==> src/perfMonitor_config.svh <==
/* Build-time sizes for the performance monitor. The bus is word addressed, so WB_ADDR_WIDTH
   covers the whole register map. */
`ifndef PERF_MONITOR_CONFIG_SVH
`define PERF_MONITOR_CONFIG_SVH

// Issue lanes that can report a miss in the same cycle.
`define LOAD_ISSUE_WIDTH 2
`define STORE_ISSUE_WIDTH 1

// Counters wrap silently at this width.
`define PERF_COUNTER_WIDTH 16

`define WB_ADDR_WIDTH 4
`define WB_DATA_WIDTH 32
`define WINDOW_WIDTH 16

`endif
==> src/PerfBusTypes.sv <==
/* Wishbone classic types and the register map. There are no byte selects, so every
   access is a full word. */
`include "perfMonitor_config.svh"

package PerfBusTypes;

    typedef struct packed {
        logic cyc;
        logic stb;
        logic we;
        logic [`WB_ADDR_WIDTH-1:0] adr;
        logic [`WB_DATA_WIDTH-1:0] datW;
    } WbRequest;

    typedef struct packed {
        logic ack;
        logic [`WB_DATA_WIDTH-1:0] datR;
    } WbResponse;

    // Word addresses. Snapshot counter i sits at REG_SNAP_BASE + i.
    localparam logic [`WB_ADDR_WIDTH-1:0] REG_CTRL      = 4'd0;
    localparam logic [`WB_ADDR_WIDTH-1:0] REG_WINDOW    = 4'd1;
    localparam logic [`WB_ADDR_WIDTH-1:0] REG_STATUS    = 4'd2;
    localparam logic [`WB_ADDR_WIDTH-1:0] REG_SNAP_BASE = 4'd8;

    localparam int CTRL_ENABLE_BIT = 0;
    localparam int CTRL_ONESHOT_BIT = 1;
    localparam int CTRL_CLEAR_BIT = 2;
    localparam int STATUS_COUNT_LSB = 16;

endpackage

==> src/PerfEventTypes.sv <==
/* Event and counter types. The field order of PerfCounterPath fixes the snapshot read map,
   with numLoadMiss at the first snapshot address. */
`include "perfMonitor_config.svh"

package PerfEventTypes;

    localparam int PERF_NUM_COUNTERS = 8;
    localparam int WINDOW_COUNT_WIDTH = 16;

    // Per-cycle event bits presented by the pipeline.
    typedef struct packed {
        logic [`LOAD_ISSUE_WIDTH-1:0]  loadMiss;
        logic [`STORE_ISSUE_WIDTH-1:0] storeMiss;
        logic icMiss;
        logic branchPredMiss;
        logic memDepPredMiss;
        logic stallByScheduler;
        logic stallByActiveList;
        logic inRecovery;
    } PerfEvent;

    typedef struct packed {
        logic [`PERF_COUNTER_WIDTH-1:0] numLoadMiss;
        logic [`PERF_COUNTER_WIDTH-1:0] numStoreMiss;
        logic [`PERF_COUNTER_WIDTH-1:0] numIcMiss;
        logic [`PERF_COUNTER_WIDTH-1:0] numBranchPredMiss;
        logic [`PERF_COUNTER_WIDTH-1:0] numMemDepPredMiss;
        logic [`PERF_COUNTER_WIDTH-1:0] stallByScheduler;
        logic [`PERF_COUNTER_WIDTH-1:0] stallByActiveList;
        logic [`PERF_COUNTER_WIDTH-1:0] stallByRecovery;
    } PerfCounterPath;

    // Number of windows completed since the last clear.
    typedef struct packed {
        logic [WINDOW_COUNT_WIDTH-1:0] windowCount;
    } WindowStamp;

endpackage

==> src/PerfMonitorTop.sv <==
/* Performance monitor for the pipeline's miss and stall events, read over Wishbone.
   There are no interrupts and no overflow flags. */
`timescale 1ns/1ps
`include "perfMonitor_config.svh"

module PerfMonitorTop (
    input  logic clock,
    input  logic reset,
    input  PerfEventTypes::PerfEvent events,
    input  PerfBusTypes::WbRequest wbReq,
    output PerfBusTypes::WbResponse wbRsp
);
    import PerfEventTypes::*;

    logic startPulse;
    logic stopPulse;
    logic clearPulse;
    logic oneShot;
    logic [`WINDOW_WIDTH-1:0] windowLen;
    logic countEnable;
    logic restart;
    logic load;
    logic reload;
    logic captureStrobe;
    logic lastCycle;
    logic busy;
    logic done;
    // Running totals of the open window, kept visible for debug.
    PerfCounterPath counts;
    PerfCounterPath nextCounts;
    PerfCounterPath counterSnap;
    WindowStamp windowCount;
    WindowStamp stampSnap;

    PerfCounterBank i_PerfCounterBank (.*);

    WindowTimer i_WindowTimer (.*);

    PerfControlFsm i_PerfControlFsm (.*);

    PerfSnapshot #(.payloadT(PerfCounterPath)) i_CounterSnapshot (
        .clock(clock), .reset(reset), .clear(clearPulse), .captureStrobe(captureStrobe),
        .din(nextCounts), .dout(counterSnap)
    );

    PerfSnapshot #(.payloadT(WindowStamp)) i_StampSnapshot (
        .clock(clock), .reset(reset), .clear(clearPulse), .captureStrobe(captureStrobe),
        .din(windowCount), .dout(stampSnap)
    );

    PerfRegisterPort i_PerfRegisterPort (.*);

endmodule

==> src/PerfRegisterPort.sv <==
/* Zero-wait-state Wishbone classic slave. A new request is taken only when ack is low, so
   the master must drop stb after ack. Unmapped addresses read as 0. */
`timescale 1ns/1ps
`include "perfMonitor_config.svh"

module PerfRegisterPort (
    input  logic clock,
    input  logic reset,
    input  PerfBusTypes::WbRequest wbReq,
    output PerfBusTypes::WbResponse wbRsp,
    input  logic busy,
    input  logic done,
    input  PerfEventTypes::PerfCounterPath counterSnap,
    input  PerfEventTypes::WindowStamp stampSnap,
    output logic startPulse,
    output logic stopPulse,
    output logic clearPulse,
    output logic oneShot,
    output logic [`WINDOW_WIDTH-1:0] windowLen
);
    import PerfBusTypes::*;
    import PerfEventTypes::*;

    logic accept;
    logic ctrlWrite;
    logic enableReg;
    logic [`WB_ADDR_WIDTH-1:0] snapIndex;
    logic [`WB_DATA_WIDTH-1:0] readData;
    logic [PERF_NUM_COUNTERS-1:0][`PERF_COUNTER_WIDTH-1:0] snapArray;

    assign accept = wbReq.cyc && wbReq.stb && !wbRsp.ack;
    assign ctrlWrite = accept && wbReq.we && (wbReq.adr == REG_CTRL);

    // Pulses fire in the request cycle, so the FSM moves on the edge that raises ack.
    assign startPulse = ctrlWrite && wbReq.datW[CTRL_ENABLE_BIT];
    assign stopPulse = ctrlWrite && !wbReq.datW[CTRL_ENABLE_BIT];
    assign clearPulse = ctrlWrite && wbReq.datW[CTRL_CLEAR_BIT];

    // The first struct field lands in the top slice of the flat array.
    assign snapArray = counterSnap;
    assign snapIndex = wbReq.adr - REG_SNAP_BASE;

    always_comb begin
        readData = '0;
        case (wbReq.adr)
            REG_CTRL: readData = `WB_DATA_WIDTH'({oneShot, enableReg});
            REG_WINDOW: readData = `WB_DATA_WIDTH'(windowLen);
            REG_STATUS: begin
                readData[0] = busy;
                readData[1] = done;
                readData[STATUS_COUNT_LSB +: WINDOW_COUNT_WIDTH] = stampSnap.windowCount;
            end
            default: begin
                if (wbReq.adr >= REG_SNAP_BASE && int'(snapIndex) < PERF_NUM_COUNTERS) begin
                    readData = `WB_DATA_WIDTH'(snapArray[PERF_NUM_COUNTERS - 1 - int'(snapIndex)]);
                end
            end
        endcase
    end

    always_ff @(posedge clock) begin
        if (reset) begin
            enableReg <= 1'b0;
            oneShot <= 1'b0;
            windowLen <= '0;
            wbRsp <= '0;
        end else begin
            wbRsp.ack <= accept;
            wbRsp.datR <= readData;
            if (ctrlWrite) begin
                enableReg <= wbReq.datW[CTRL_ENABLE_BIT];
                oneShot <= wbReq.datW[CTRL_ONESHOT_BIT];
            end
            if (accept && wbReq.we && wbReq.adr == REG_WINDOW) begin
                windowLen <= wbReq.datW[`WINDOW_WIDTH-1:0];
            end
        end
    end

endmodule

==> src/PerfSnapshot.sv <==
/* Clear wins over a capture on the same edge. */
`timescale 1ns/1ps

module PerfSnapshot #(
    parameter type payloadT = logic [31:0]
) (
    input  logic clock,
    input  logic reset,
    input  logic clear,
    input  logic captureStrobe,
    input  payloadT din,
    output payloadT dout
);

    always_ff @(posedge clock) begin
        if (reset || clear) begin
            dout <= '0;
        end else if (captureStrobe) begin
            dout <= din;
        end
    end

endmodule

==> src/PerfControlFsm.sv <==
/* Each start begins a fresh window with zeroed counters. Clear takes priority over any
   other command in the same write. */
`timescale 1ns/1ps

module PerfControlFsm (
    input  logic clock,
    input  logic reset,
    input  logic startPulse,
    input  logic stopPulse,
    input  logic clearPulse,
    input  logic oneShot,
    input  logic lastCycle,
    output logic countEnable,
    output logic restart,
    output logic load,
    output logic reload,
    output logic captureStrobe,
    output logic busy,
    output logic done,
    output PerfEventTypes::WindowStamp windowCount
);
    import PerfEventTypes::*;

    typedef enum logic [1:0] {Idle, Counting, Held} FsmState;

    FsmState state;
    FsmState nextState;
    logic [WINDOW_COUNT_WIDTH-1:0] completedWindows;

    always_comb begin
        nextState = state;
        if (clearPulse) begin
            nextState = Idle;
        end else if (startPulse) begin
            nextState = Counting;
        end else if (stopPulse) begin
            nextState = Idle;
        end else if (captureStrobe && oneShot) begin
            nextState = Held;
        end
    end

    always_ff @(posedge clock) begin
        if (reset) begin
            state <= Idle;
        end else begin
            state <= nextState;
        end
    end

    assign countEnable = (state == Counting);
    assign captureStrobe = countEnable && lastCycle;
    assign restart = captureStrobe || clearPulse || startPulse;
    assign load = startPulse && !clearPulse;
    assign reload = captureStrobe;
    assign busy = (state == Counting);
    assign done = (state == Held);

    // The output already includes the window closing this cycle, so the stamp snapshot
    // matches the counter snapshot taken on the same edge.
    always_comb begin
        windowCount = '0;
        windowCount.windowCount = completedWindows + WINDOW_COUNT_WIDTH'(captureStrobe);
    end

    always_ff @(posedge clock) begin
        if (reset || clearPulse) begin
            completedWindows <= '0;
        end else begin
            completedWindows <= windowCount.windowCount;
        end
    end

endmodule

==> src/WindowTimer.sv <==
/* Window length 0 behaves as 1. After a window ends without a reload the timer rests at zero
   with lastCycle high. */
`timescale 1ns/1ps
`include "perfMonitor_config.svh"

module WindowTimer (
    input  logic clock,
    input  logic reset,
    input  logic load,
    input  logic reload,
    input  logic [`WINDOW_WIDTH-1:0] windowLen,
    output logic lastCycle
);
    logic [`WINDOW_WIDTH-1:0] remaining;
    logic [`WINDOW_WIDTH-1:0] startValue;

    // Cycles left after the current one.
    assign startValue = (windowLen == '0) ? '0 : windowLen - 1'b1;

    always_ff @(posedge clock) begin
        if (reset) begin
            remaining <= '0;
        end else if (load || reload) begin
            remaining <= startValue;
        end else if (remaining != '0) begin
            remaining <= remaining - 1'b1;
        end
    end

    assign lastCycle = (remaining == '0);

endmodule

==> src/PerfCounterBank.sv <==
/* One counter per event class, all wrapping at PERF_COUNTER_WIDTH. An event shows up in
   counts one cycle after it is presented. */
`timescale 1ns/1ps
`include "perfMonitor_config.svh"

module PerfCounterBank (
    input  logic clock,
    input  logic reset,
    input  PerfEventTypes::PerfEvent events,
    input  logic countEnable,
    input  logic restart,
    output PerfEventTypes::PerfCounterPath counts,
    output PerfEventTypes::PerfCounterPath nextCounts
);
    import PerfEventTypes::*;

    // Restart only affects the register, so nextCounts still carries this cycle's events.
    always_ff @(posedge clock) begin
        if (reset || restart) begin
            counts <= '0;
        end else begin
            counts <= nextCounts;
        end
    end

    always_comb begin
        nextCounts = counts;
        if (countEnable) begin
            // Every lane that missed adds one.
            for (int i = 0; i < `LOAD_ISSUE_WIDTH; i++) begin
                nextCounts.numLoadMiss += `PERF_COUNTER_WIDTH'(events.loadMiss[i]);
            end
            for (int i = 0; i < `STORE_ISSUE_WIDTH; i++) begin
                nextCounts.numStoreMiss += `PERF_COUNTER_WIDTH'(events.storeMiss[i]);
            end
            nextCounts.numIcMiss += `PERF_COUNTER_WIDTH'(events.icMiss);
            nextCounts.numBranchPredMiss += `PERF_COUNTER_WIDTH'(events.branchPredMiss);
            nextCounts.numMemDepPredMiss += `PERF_COUNTER_WIDTH'(events.memDepPredMiss);
            nextCounts.stallByScheduler += `PERF_COUNTER_WIDTH'(events.stallByScheduler);
            nextCounts.stallByActiveList += `PERF_COUNTER_WIDTH'(events.stallByActiveList);
            // Recovery cycles are counted as stalls.
            nextCounts.stallByRecovery += `PERF_COUNTER_WIDTH'(events.inRecovery);
        end
    end

endmodule

==> config.mk <==
export PLATFORM = sky130hd
export DESIGN_NAME = PerfMonitorTop
export DESIGN_NICKNAME = d
export VERILOG_FILES = /design/src/PerfBusTypes.sv /design/src/PerfEventTypes.sv /design/src/PerfMonitorTop.sv /design/src/PerfRegisterPort.sv /design/src/PerfSnapshot.sv /design/src/PerfControlFsm.sv /design/src/WindowTimer.sv /design/src/PerfCounterBank.sv
export VERILOG_INCLUDE_DIRS = /design/src /design/src/src
export SDC_FILE = /design/constraint.sdc
export NUM_CORES = 1
export LEC_CHECK = 0
export BUFFER_PORTS_ARGS = -buffer_cell sky130_fd_sc_hd__buf_2
export CORE_ASPECT_RATIO = 1.25
export CORE_MARGIN = 5
export CORE_UTILIZATION = 63
export CTS_BUF_LIST = sky130_fd_sc_hd__clkbuf_4 sky130_fd_sc_hd__clkbuf_8
export DETAILED_ROUTE_END_ITERATION = 8
export GPL_ROUTABILITY_DRIVEN = 0
export PLACE_DENSITY = 0.84
export SETUP_SLACK_MARGIN = 0.2
export SYNTH_ARGS = -nofsm -noshare
export SYNTH_HDL_FRONTEND = slang
export SYNTH_SLANG_ARGS = --single-unit
==> constraint.sdc <==
create_clock -name clock -period 3.4 [get_ports clock]
set_input_delay 0.68 -clock clock [delete_from_list [all_inputs] [get_ports clock]]
set_output_delay 0.68 -clock clock [all_outputs]
set_load 0.005 [all_outputs]
==> impl_metrics.prom, run 1 <==
# TYPE chip_impl_metric gauge
chip_impl_metric{name="port_buffers",unit=""} 66
chip_impl_info{name="post-synth-top-count-cell",value="sky130_fd_sc_hd__dfxtp_1"} 1
chip_impl_metric{name="yosys_register_bits",unit=""} 357
chip_impl_metric{name="final.setup.worst_slack",unit="ps"} 516
chip_impl_metric{name="cts.reportedPaths.clkPinSlew",unit="ps"} 70
chip_impl_metric{name="clock_power_share",unit="%"} 38.5
chip_impl_info{name="cp_slowest_cell",value="sky130_fd_sc_hd__nor4_2"} 1
chip_impl_metric{name="die_height",unit="microns"} 184
chip_impl_info{name="setup.worst_path.end_class",value="register"} 1
chip_impl_metric{name="synth.lib_cells_used.distinct",unit=""} 58
chip_impl_metric{name="p_sw_share",unit="%"} 25.9
chip_impl_metric{name="num_antenna_cells",unit=""} 0
chip_impl_metric{name="timing.critical_path.arrival",unit="ps"} 3350
chip_impl_metric{name="number_of_placement_rows",unit=""} 63
chip_impl_metric{name="synth_top_area_share",unit="%"} 47.0
chip_impl_info{name="cts_root_buf",value="sky130_fd_sc_hd__clkbuf_8"} 1
chip_impl_metric{name="critPathMaxStageDelay",unit="ps"} 600
chip_impl_info{name="worstSetupPathType",value="reg2reg"} 1
chip_impl_metric{name="globalRouteTotalUtil",unit="%"} 25.4
chip_impl_metric{name="max_freq",unit="GHz"} 0.347
chip_impl_metric{name="dp_hpwl",unit="mm"} 23.3
chip_impl_metric{name="worst_pin_slew",unit="ps"} 1010
chip_impl_metric{name="post_route_insts_no_fill",unit=""} 1998
chip_impl_info{name="path_delay_family",value="simple AND/OR/NAND/NOR gates"} 1
chip_impl_metric{name="switching_power",unit="mW"} 2.24
chip_impl_info{name="synth_top_cells_by_count",value="sky130_fd_sc_hd__dfxtp_1 (357), sky130_fd_sc_hd__nor2_1 (243), sky130_fd_sc_hd__nand2_1 (136), sky130_fd_sc_hd__a21oi_1 (112), sky130_fd_sc_hd__xor2_1 (91)"} 1
chip_impl_metric{name="drtAntennaViolNets",unit=""} 0
chip_impl_metric{name="share_of_flip_flops_with_an_asynchronous_set_or_reset_after_synthesis",unit="%"} 0
chip_impl_metric{name="cell_internal_pwr",unit="mW"} 6.39
chip_impl_metric{name="setup-violations-final",unit=""} 0
chip_impl_metric{name="initial_antenna_violation_count",unit=""} 1
chip_impl_metric{name="numCtsBuffers",unit=""} 51
chip_impl_metric{name="finalClockSkew",unit="ps"} 30.7
chip_impl_metric{name="clkSinkCount",unit=""} 357
chip_impl_info{name="cts_tree",value="built"} 1
chip_impl_metric{name="cts_setup_buffers",unit=""} 0
chip_impl_metric{name="synth-edff-count",unit=""} 0
chip_impl_metric{name="io-pin-count",unit=""} 83
chip_impl_metric{name="p_per_area",unit="mW/mm^2"} 517
chip_impl_metric{name="timing.critical_path.required",unit="ps"} 3870
chip_impl_metric{name="clock_latency",unit="ps"} 590
chip_impl_metric{name="drc",unit=""} 0
chip_impl_info{name="rsz0062_at_grt",value="false"} 1
chip_impl_metric{name="finish.net_count",unit=""} 1714
chip_impl_metric{name="power_frac_comb",unit="%"} 10.8
chip_impl_metric{name="hold_viol",unit=""} 0
chip_impl_info{name="critical_register_to_register_path_endpoint",value="i_StampSnapshot.dout[14]"} 1
chip_impl_info{name="worstPathCellList",value="nor4_2 -> and4_1 -> nand2_1 -> inv_2 -> ha_1 -> ha_1 -> nand3_1 -> nor2_1 -> nand3_1 -> xor2_1 -> a21oi_1"} 1
chip_impl_metric{name="fin_crit_sh",unit="%"} 84.8
chip_impl_metric{name="initial_utilization",unit="%"} 64.0
chip_impl_metric{name="seqCellArea",unit="sq mm"} 0.00715
chip_impl_info{name="hold_start",value="wbReq[9]"} 1
chip_impl_metric{name="synthCells",unit=""} 1597
chip_impl_info{name="timing.hold.worst_endpoint",value="i_PerfRegisterPort.windowLen[9]"} 1
chip_impl_info{name="synth-main-ff-cell",value="sky130_fd_sc_hd__dfxtp_1"} 1
chip_impl_metric{name="detail_route.first_pass.iterations",unit=""} 5
chip_impl_metric{name="yosys_warnings",unit=""} 0
chip_impl_metric{name="slew_viol_final",unit=""} 0
chip_impl_metric{name="post-place-ws",unit="ps"} 278
chip_impl_info{name="start_kind",value="register"} 1
chip_impl_metric{name="syn_nets",unit=""} 1668
chip_impl_metric{name="detail_route.wl_per_cell",unit="microns"} 17.5
chip_impl_metric{name="via_per_inst",unit=""} 5.86
chip_impl_metric{name="finalCoreUtilization",unit="%"} 70.4
chip_impl_metric{name="synth_seq_area_share",unit="%"} 47.0
chip_impl_metric{name="finalWorstPathRequiredPeriod",unit="ps"} 2880
chip_impl_metric{name="postCtsResizedCells",unit=""} 0
chip_impl_metric{name="reg2reg_slack",unit="ps"} 520
chip_impl_metric{name="vias",unit=""} 11700
chip_impl_metric{name="finalPower",unit="mW"} 8.62
chip_impl_metric{name="multi_input_comb_area",unit="sq mm"} 0.00752
chip_impl_metric{name="design.core.area",unit="sq mm"} 0.0237
chip_impl_metric{name="crit_buf_inv",unit=""} 1
chip_impl_metric{name="max_clock_buf_depth",unit=""} 3
chip_impl_metric{name="timing.max_slew.rel_slack",unit="%"} 32.2
chip_impl_metric{name="layout.cell_area.non_filler",unit="sq mm"} 0.0167
chip_impl_metric{name="grt_start_max_net_pins",unit=""} 111
chip_impl_metric{name="syn-cell-area",unit="sq mm"} 0.0152
chip_impl_metric{name="drive_above_1_share",unit="%"} 16.9
chip_impl_metric{name="areaGrowthSynthToFinish",unit="%"} 9.87
chip_impl_info{name="outcome",value="complete, no violations"} 1
chip_impl_metric{name="cap_viol_max_count",unit=""} 0
chip_impl_metric{name="postPlaceCellArea",unit="sq mm"} 0.0157
chip_impl_info{name="crit-reg2reg-launch",value="i_WindowTimer.remaining[2]"} 1
chip_impl_metric{name="fin_tns_setup",unit="ps"} 0
chip_impl_metric{name="irDropWorstVdd",unit="uV"} 340
chip_impl_metric{name="syn_avg_cell_area",unit="sq um"} 9.51
chip_impl_metric{name="place.detailed.instances",unit=""} 1915
chip_impl_metric{name="number_of_cells_on_the_worst_reg_to_reg_path",unit=""} 11
chip_impl_metric{name="grt_pass1_vias",unit=""} 11700
chip_impl_metric{name="postCtsHoldBufs",unit=""} 0
chip_impl_metric{name="wl",unit="mm"} 35.0
chip_impl_metric{name="fillers",unit=""} 1674
chip_impl_metric{name="power_leakage",unit="nW"} 6.17
chip_impl_metric{name="overflow",unit=""} 0
chip_impl_metric{name="hold_path_depth",unit=""} 3
chip_impl_metric{name="first_pass_grt_wire_length",unit="mm"} 57.7
chip_impl_info{name="worst_hold_path_type",value="in2reg"} 1
chip_impl_metric{name="worst-path-max-fanout",unit=""} 6
chip_impl_metric{name="final.hold.worst_slack",unit="ps"} 332
chip_impl_metric{name="pwr-share-seq",unit="%"} 50.8
chip_impl_metric{name="die-width",unit="microns"} 149
chip_impl_info{name="netlist.top_cell.by_area",value="sky130_fd_sc_hd__dfxtp_1"} 1
chip_impl_info{name="synthTopCellsByArea",value="sky130_fd_sc_hd__dfxtp_1 (47%), sky130_fd_sc_hd__nor2_1 (6.0%), sky130_fd_sc_hd__xor2_1 (5.2%)"} 1
chip_impl_metric{name="die_area",unit="sq mm"} 0.0273
chip_impl_metric{name="htreeDepth",unit=""} 2
chip_impl_metric{name="first_iter_violations",unit=""} 913
==> how the worst max path moves through the flow <==
stage                                           from  depth (start not counted)  slack, ps                     endpoint
after floorplan           i_WindowTimer.remaining[0]                         15        590     i_StampSnapshot.dout[10]
after global placement                     events[7]                         10        390  i_CounterSnapshot.dout[126]
after detailed placement                   events[7]                         10        280  i_CounterSnapshot.dout[126]
after CTS                 i_WindowTimer.remaining[0]                         13        590     i_StampSnapshot.dout[14]
after global routing      i_WindowTimer.remaining[0]                         13        310     i_StampSnapshot.dout[14]
final                     i_WindowTimer.remaining[2]                         11        520     i_StampSnapshot.dout[14]
==> cells in the final DEF, fill, tap and decap left out, types with 17 or more instances in the layout <==
cell                         n
sky130_fd_sc_hd__nand4_1    31
sky130_fd_sc_hd__xnor2_1    65
sky130_fd_sc_hd__buf_2      66
sky130_fd_sc_hd__mux2i_1    21
sky130_fd_sc_hd__o21ai_0    70
sky130_fd_sc_hd__nor2_1    243
sky130_fd_sc_hd__nand2_1   135
sky130_fd_sc_hd__and2_1     28
sky130_fd_sc_hd__clkbuf_8   59
sky130_fd_sc_hd__mux4_2     32
sky130_fd_sc_hd__a211oi_2   41
sky130_fd_sc_hd__inv_1      19
sky130_fd_sc_hd__buf_4      17
sky130_fd_sc_hd__a21oi_1   111
sky130_fd_sc_hd__nand3_1    56
sky130_fd_sc_hd__nor3_1     24
sky130_fd_sc_hd__dfxtp_1   357
sky130_fd_sc_hd__xor2_1     91
sky130_fd_sc_hd__ha_1       20
==> per-layer routing <==
metal / vias to the layer above / GRT usage (%) / routed length [microns]
met5: - / 0 / 12
met4: 2 / 8.79 / 1000
met3: 84 / 4.19 / 2110
met2: 362 / 45.0 / 17700
met1: 5641 / 31.2 / 14200
li1: 5624 / - / -
==> kinds of logic (layout without fill, tap and decap cells) <==
family          Yosys count  in the layout  share of synthesized area [%]
simple gates            600            600                           18.8
flops                   357            357                           47.0
compound gates          279            279                           12.3
xor+xnor                156            156                           8.99
buf+inv                 115            191                           3.82
mux                      69             69                           7.31
fa+ha+maj                21             21                           1.78
==> sequential cells by signal, summed over array words and instances, names as in the netlist <==
| name | flops |
|---|---|
| i_PerfCounterBank.counts | 128 |
| i_StampSnapshot.dout | 16 |
| i_PerfRegisterPort.oneShot | 1 |
| i_PerfControlFsm.state | 2 |
| i_CounterSnapshot.dout | 128 |
| i_PerfRegisterPort.windowLen | 16 |
| i_PerfRegisterPort.enableReg | 1 |
| i_PerfControlFsm.completedWindows | 16 |
| i_PerfRegisterPort.wbRsp | 33 |
| i_WindowTimer.remaining | 16 |
==> power by group through the flow <==
| stage | sequential, mW | combinational (mW) | clock (mW) |
|---|---|---|---|
| 3_3_place_gp | 4.46 | 0.888 | 0 |
| 6_report | 4.38 | 0.929 | 3.32 |
| 5_1_grt | 4.39 | 1.02 | 3.53 |
| 2_1_floorplan | 4.44 | 0.729 | 0 |
| 4_1_cts | 4.37 | 0.925 | 3.35 |
| 3_5_place_dp | 4.47 | 0.917 | 0 |
==> layout make-up <==
class / instances / share of cell area (%)
repair buffers: 88 / 3.34
clock buffers: 75 / 5.58
flip-flops and latches: 357 / 42.8
multi-input cells: 1125 / 45.0
inverters: 20 / 0.450
clock inverters: 8 / 0.330
well taps: 325 / 2.44
==> worst min-delay path, stage by stage <==
cell and delay, ps:
sky130_fd_sc_hd__buf_2 80, sky130_fd_sc_hd__mux2i_1 50, sky130_fd_sc_hd__nor2_1 80
(Power assumes the default switching activity.)
==> inputs of run 2 (changes only) <==
- CORE_UTILIZATION: 63 -> 57
- PLACE_DENSITY: 0.84 -> 0.8
- clock period: 3.4 -> 2.62 ns (I/O delays scaled with it)
==> impl_metrics.prom, run 2 (synthesized netlist as in run 1, its figures left out) <==
# TYPE chip_impl_metric gauge
chip_impl_metric{name="die_area",unit="sq mm"} 0.0300
chip_impl_metric{name="port_buffers",unit=""} 66
chip_impl_metric{name="cap_viol_max_count",unit=""} 0
chip_impl_metric{name="grt_pass1_vias",unit=""} 11700
chip_impl_info{name="setup.worst_path.end_class",value="register"} 1
chip_impl_metric{name="final.hold.worst_slack",unit="ps"} 169
chip_impl_metric{name="cts.reportedPaths.clkPinSlew",unit="ps"} 60
chip_impl_info{name="worst_hold_path_type",value="in2reg"} 1
chip_impl_metric{name="worst_pin_slew",unit="ps"} 806
chip_impl_metric{name="max_freq",unit="GHz"} 0.431
chip_impl_metric{name="drive_above_1_share",unit="%"} 19.6
chip_impl_metric{name="wl",unit="mm"} 35.3
chip_impl_info{name="outcome",value="complete, no violations"} 1
chip_impl_metric{name="overflow",unit=""} 0
chip_impl_metric{name="grt_start_max_net_pins",unit=""} 84
chip_impl_metric{name="hold_viol",unit=""} 0
chip_impl_metric{name="power_leakage",unit="nW"} 6.42
chip_impl_info{name="worstSetupPathType",value="reg2reg"} 1
chip_impl_metric{name="setup-violations-final",unit=""} 0
chip_impl_metric{name="postCtsHoldBufs",unit=""} 0
chip_impl_metric{name="max_clock_buf_depth",unit=""} 3
chip_impl_metric{name="post_route_insts_no_fill",unit=""} 2050
chip_impl_metric{name="drtAntennaViolNets",unit=""} 0
chip_impl_metric{name="p_per_area",unit="mW/mm^2"} 679
chip_impl_metric{name="initial_utilization",unit="%"} 58.0
chip_impl_info{name="rsz0062_at_grt",value="true"} 1
chip_impl_metric{name="finalClockSkew",unit="ps"} 17.1
chip_impl_metric{name="first_pass_grt_wire_length",unit="mm"} 57.8
chip_impl_metric{name="place.detailed.instances",unit=""} 1955
chip_impl_metric{name="timing.max_slew.rel_slack",unit="%"} 46.1
chip_impl_metric{name="clock_latency",unit="ps"} 600
chip_impl_metric{name="die_height",unit="microns"} 193
chip_impl_metric{name="drc",unit=""} 0
chip_impl_metric{name="die-width",unit="microns"} 156
chip_impl_info{name="critical_path.startpoint",value="i_WindowTimer.remaining[2]"} 1
chip_impl_metric{name="number_of_placement_rows",unit=""} 66
chip_impl_metric{name="finish.net_count",unit=""} 1743
chip_impl_metric{name="globalRouteTotalUtil",unit="%"} 23.5
chip_impl_info{name="mostFrequentLayoutCell",value="sky130_fd_sc_hd__dfxtp_1"} 1
chip_impl_metric{name="finalCoreUtilization",unit="%"} 65.8
chip_impl_metric{name="areaGrowthSynthToFinish",unit="%"} 13.4
chip_impl_info{name="hold_start",value="wbReq[10]"} 1
chip_impl_metric{name="num_antenna_cells",unit=""} 0
chip_impl_info{name="cts_root_buf",value="sky130_fd_sc_hd__clkbuf_8"} 1
chip_impl_info{name="start_kind",value="register"} 1
chip_impl_metric{name="initial_antenna_violation_count",unit=""} 0
chip_impl_info{name="layout_top_registers",value="i_CounterSnapshot.dout x128, i_PerfCounterBank.counts x128, i_PerfRegisterPort.wbRsp x33"} 1
chip_impl_metric{name="first_iter_violations",unit=""} 757
chip_impl_metric{name="worst-path-max-fanout",unit=""} 39
chip_impl_metric{name="timing.critical_path.arrival",unit="ps"} 2820
chip_impl_metric{name="vias",unit=""} 11800
chip_impl_info{name="mostFrequentLayoutCells",value="sky130_fd_sc_hd__dfxtp_1 (355), sky130_fd_sc_hd__nor2_1 (241), sky130_fd_sc_hd__nand2_1 (134)"} 1
chip_impl_metric{name="clkSinkCount",unit=""} 357
chip_impl_metric{name="fin_tns_setup",unit="ps"} 0
chip_impl_metric{name="detail_route.wl_per_cell",unit="microns"} 17.2
chip_impl_metric{name="timing.critical_path.required",unit="ps"} 3120
chip_impl_metric{name="numCtsBuffers",unit=""} 52
chip_impl_metric{name="io-pin-count",unit=""} 83
chip_impl_metric{name="via_per_inst",unit=""} 5.74
chip_impl_metric{name="design.core.area",unit="sq mm"} 0.0262
chip_impl_metric{name="fin_crit_sh",unit="%"} 88.6
chip_impl_metric{name="slew_viol_final",unit=""} 0
chip_impl_metric{name="detail_route.first_pass.iterations",unit=""} 5
chip_impl_metric{name="irDropWorstVdd",unit="uV"} 356
chip_impl_metric{name="dp_hpwl",unit="mm"} 24.4
chip_impl_metric{name="htreeDepth",unit=""} 2
chip_impl_metric{name="finalWorstPathRequiredPeriod",unit="ps"} 2320
chip_impl_info{name="crit-reg2reg-launch",value="i_WindowTimer.remaining[2]"} 1
chip_impl_metric{name="finalPower",unit="mW"} 11.7
chip_impl_info{name="cts_tree",value="built"} 1
[run 2: changes by cell type in the layout (fill, tap and decap cells not counted), sizes merged]
cell and delta:
clkbuf +3, clkinv +6, buf +28, bufinv +1
inv -1
[run 2: timing repair]
item                       CTS  global route
cloned                       0             0
pin swaps                    0             5
setup endpoints to repair  123            19
buffers inserted             0             3
resized for setup            4            10
[run 2: path summary, 6_finish.rpt]
path | end | slack, ps | cells past startpoint
hold / removal | i_PerfRegisterPort.windowLen[10] | 170 | 3
hold reg to reg | i_PerfRegisterPort.wbRsp[29] | 450 | 1
setup / recovery | i_CounterSnapshot.dout[120] | 300 | 6
setup reg to reg | i_CounterSnapshot.dout[120] | 300 | 6
[run 2: critical path, stage by stage, from the launching register on]
cell                       delay [ps]
sky130_fd_sc_hd__dfxtp_1          380
sky130_fd_sc_hd__or4_1            790
sky130_fd_sc_hd__nor3_4           230
sky130_fd_sc_hd__buf_4            250
sky130_fd_sc_hd__buf_12           240
sky130_fd_sc_hd__nor2_1            90
sky130_fd_sc_hd__a211oi_1         230
[run 2: layout make-up]
type	count	area, sq um
Fill cell	1967	8950
Multi-Input combinational cell	1125	7630
Sequential cell	357	7150
Clock buffer	78	998
Timing Repair Buffer	116	843
Tap cell	340	425
Clock inverter	14	101
Inverter	20	77.6
[run 2: stage by stage]
| stage | cell area [sq um] | setup WS (ps) |
|---|---|---|
| global route | 17200 | 155 |
| detailed placement | 16100 | 14.8 |
| global placement | 16100 | -20.7 |
| finish | 17200 | 300 |
| floorplan | 15300 | 221 |
| CTS | 17200 | 213 |
[run 2: power by group]
part / internal, mW / leakage, nW / switching [mW]
sequential: 5.55 / 2.88 / 0.155
combinational: 0.600 / 2.95 / 0.795
clock: 2.54 / 0.592 / 2.07
total: 8.68 / 6.42 / 3.02
[run 2: routing by layer]
| metal | vias to the layer above | wire [microns] | track usage, % |
|---|---|---|---|
| met3 | 97 | 1680 | 3.93 |
| met2 | 318 | 17600 | 41.1 |
| met4 | 0 | 1490 | 10.8 |
| met5 | - | 0 | 0 |
| met1 | 5650 | 14500 | 28.3 |
| li1 | 5710 | - | - |
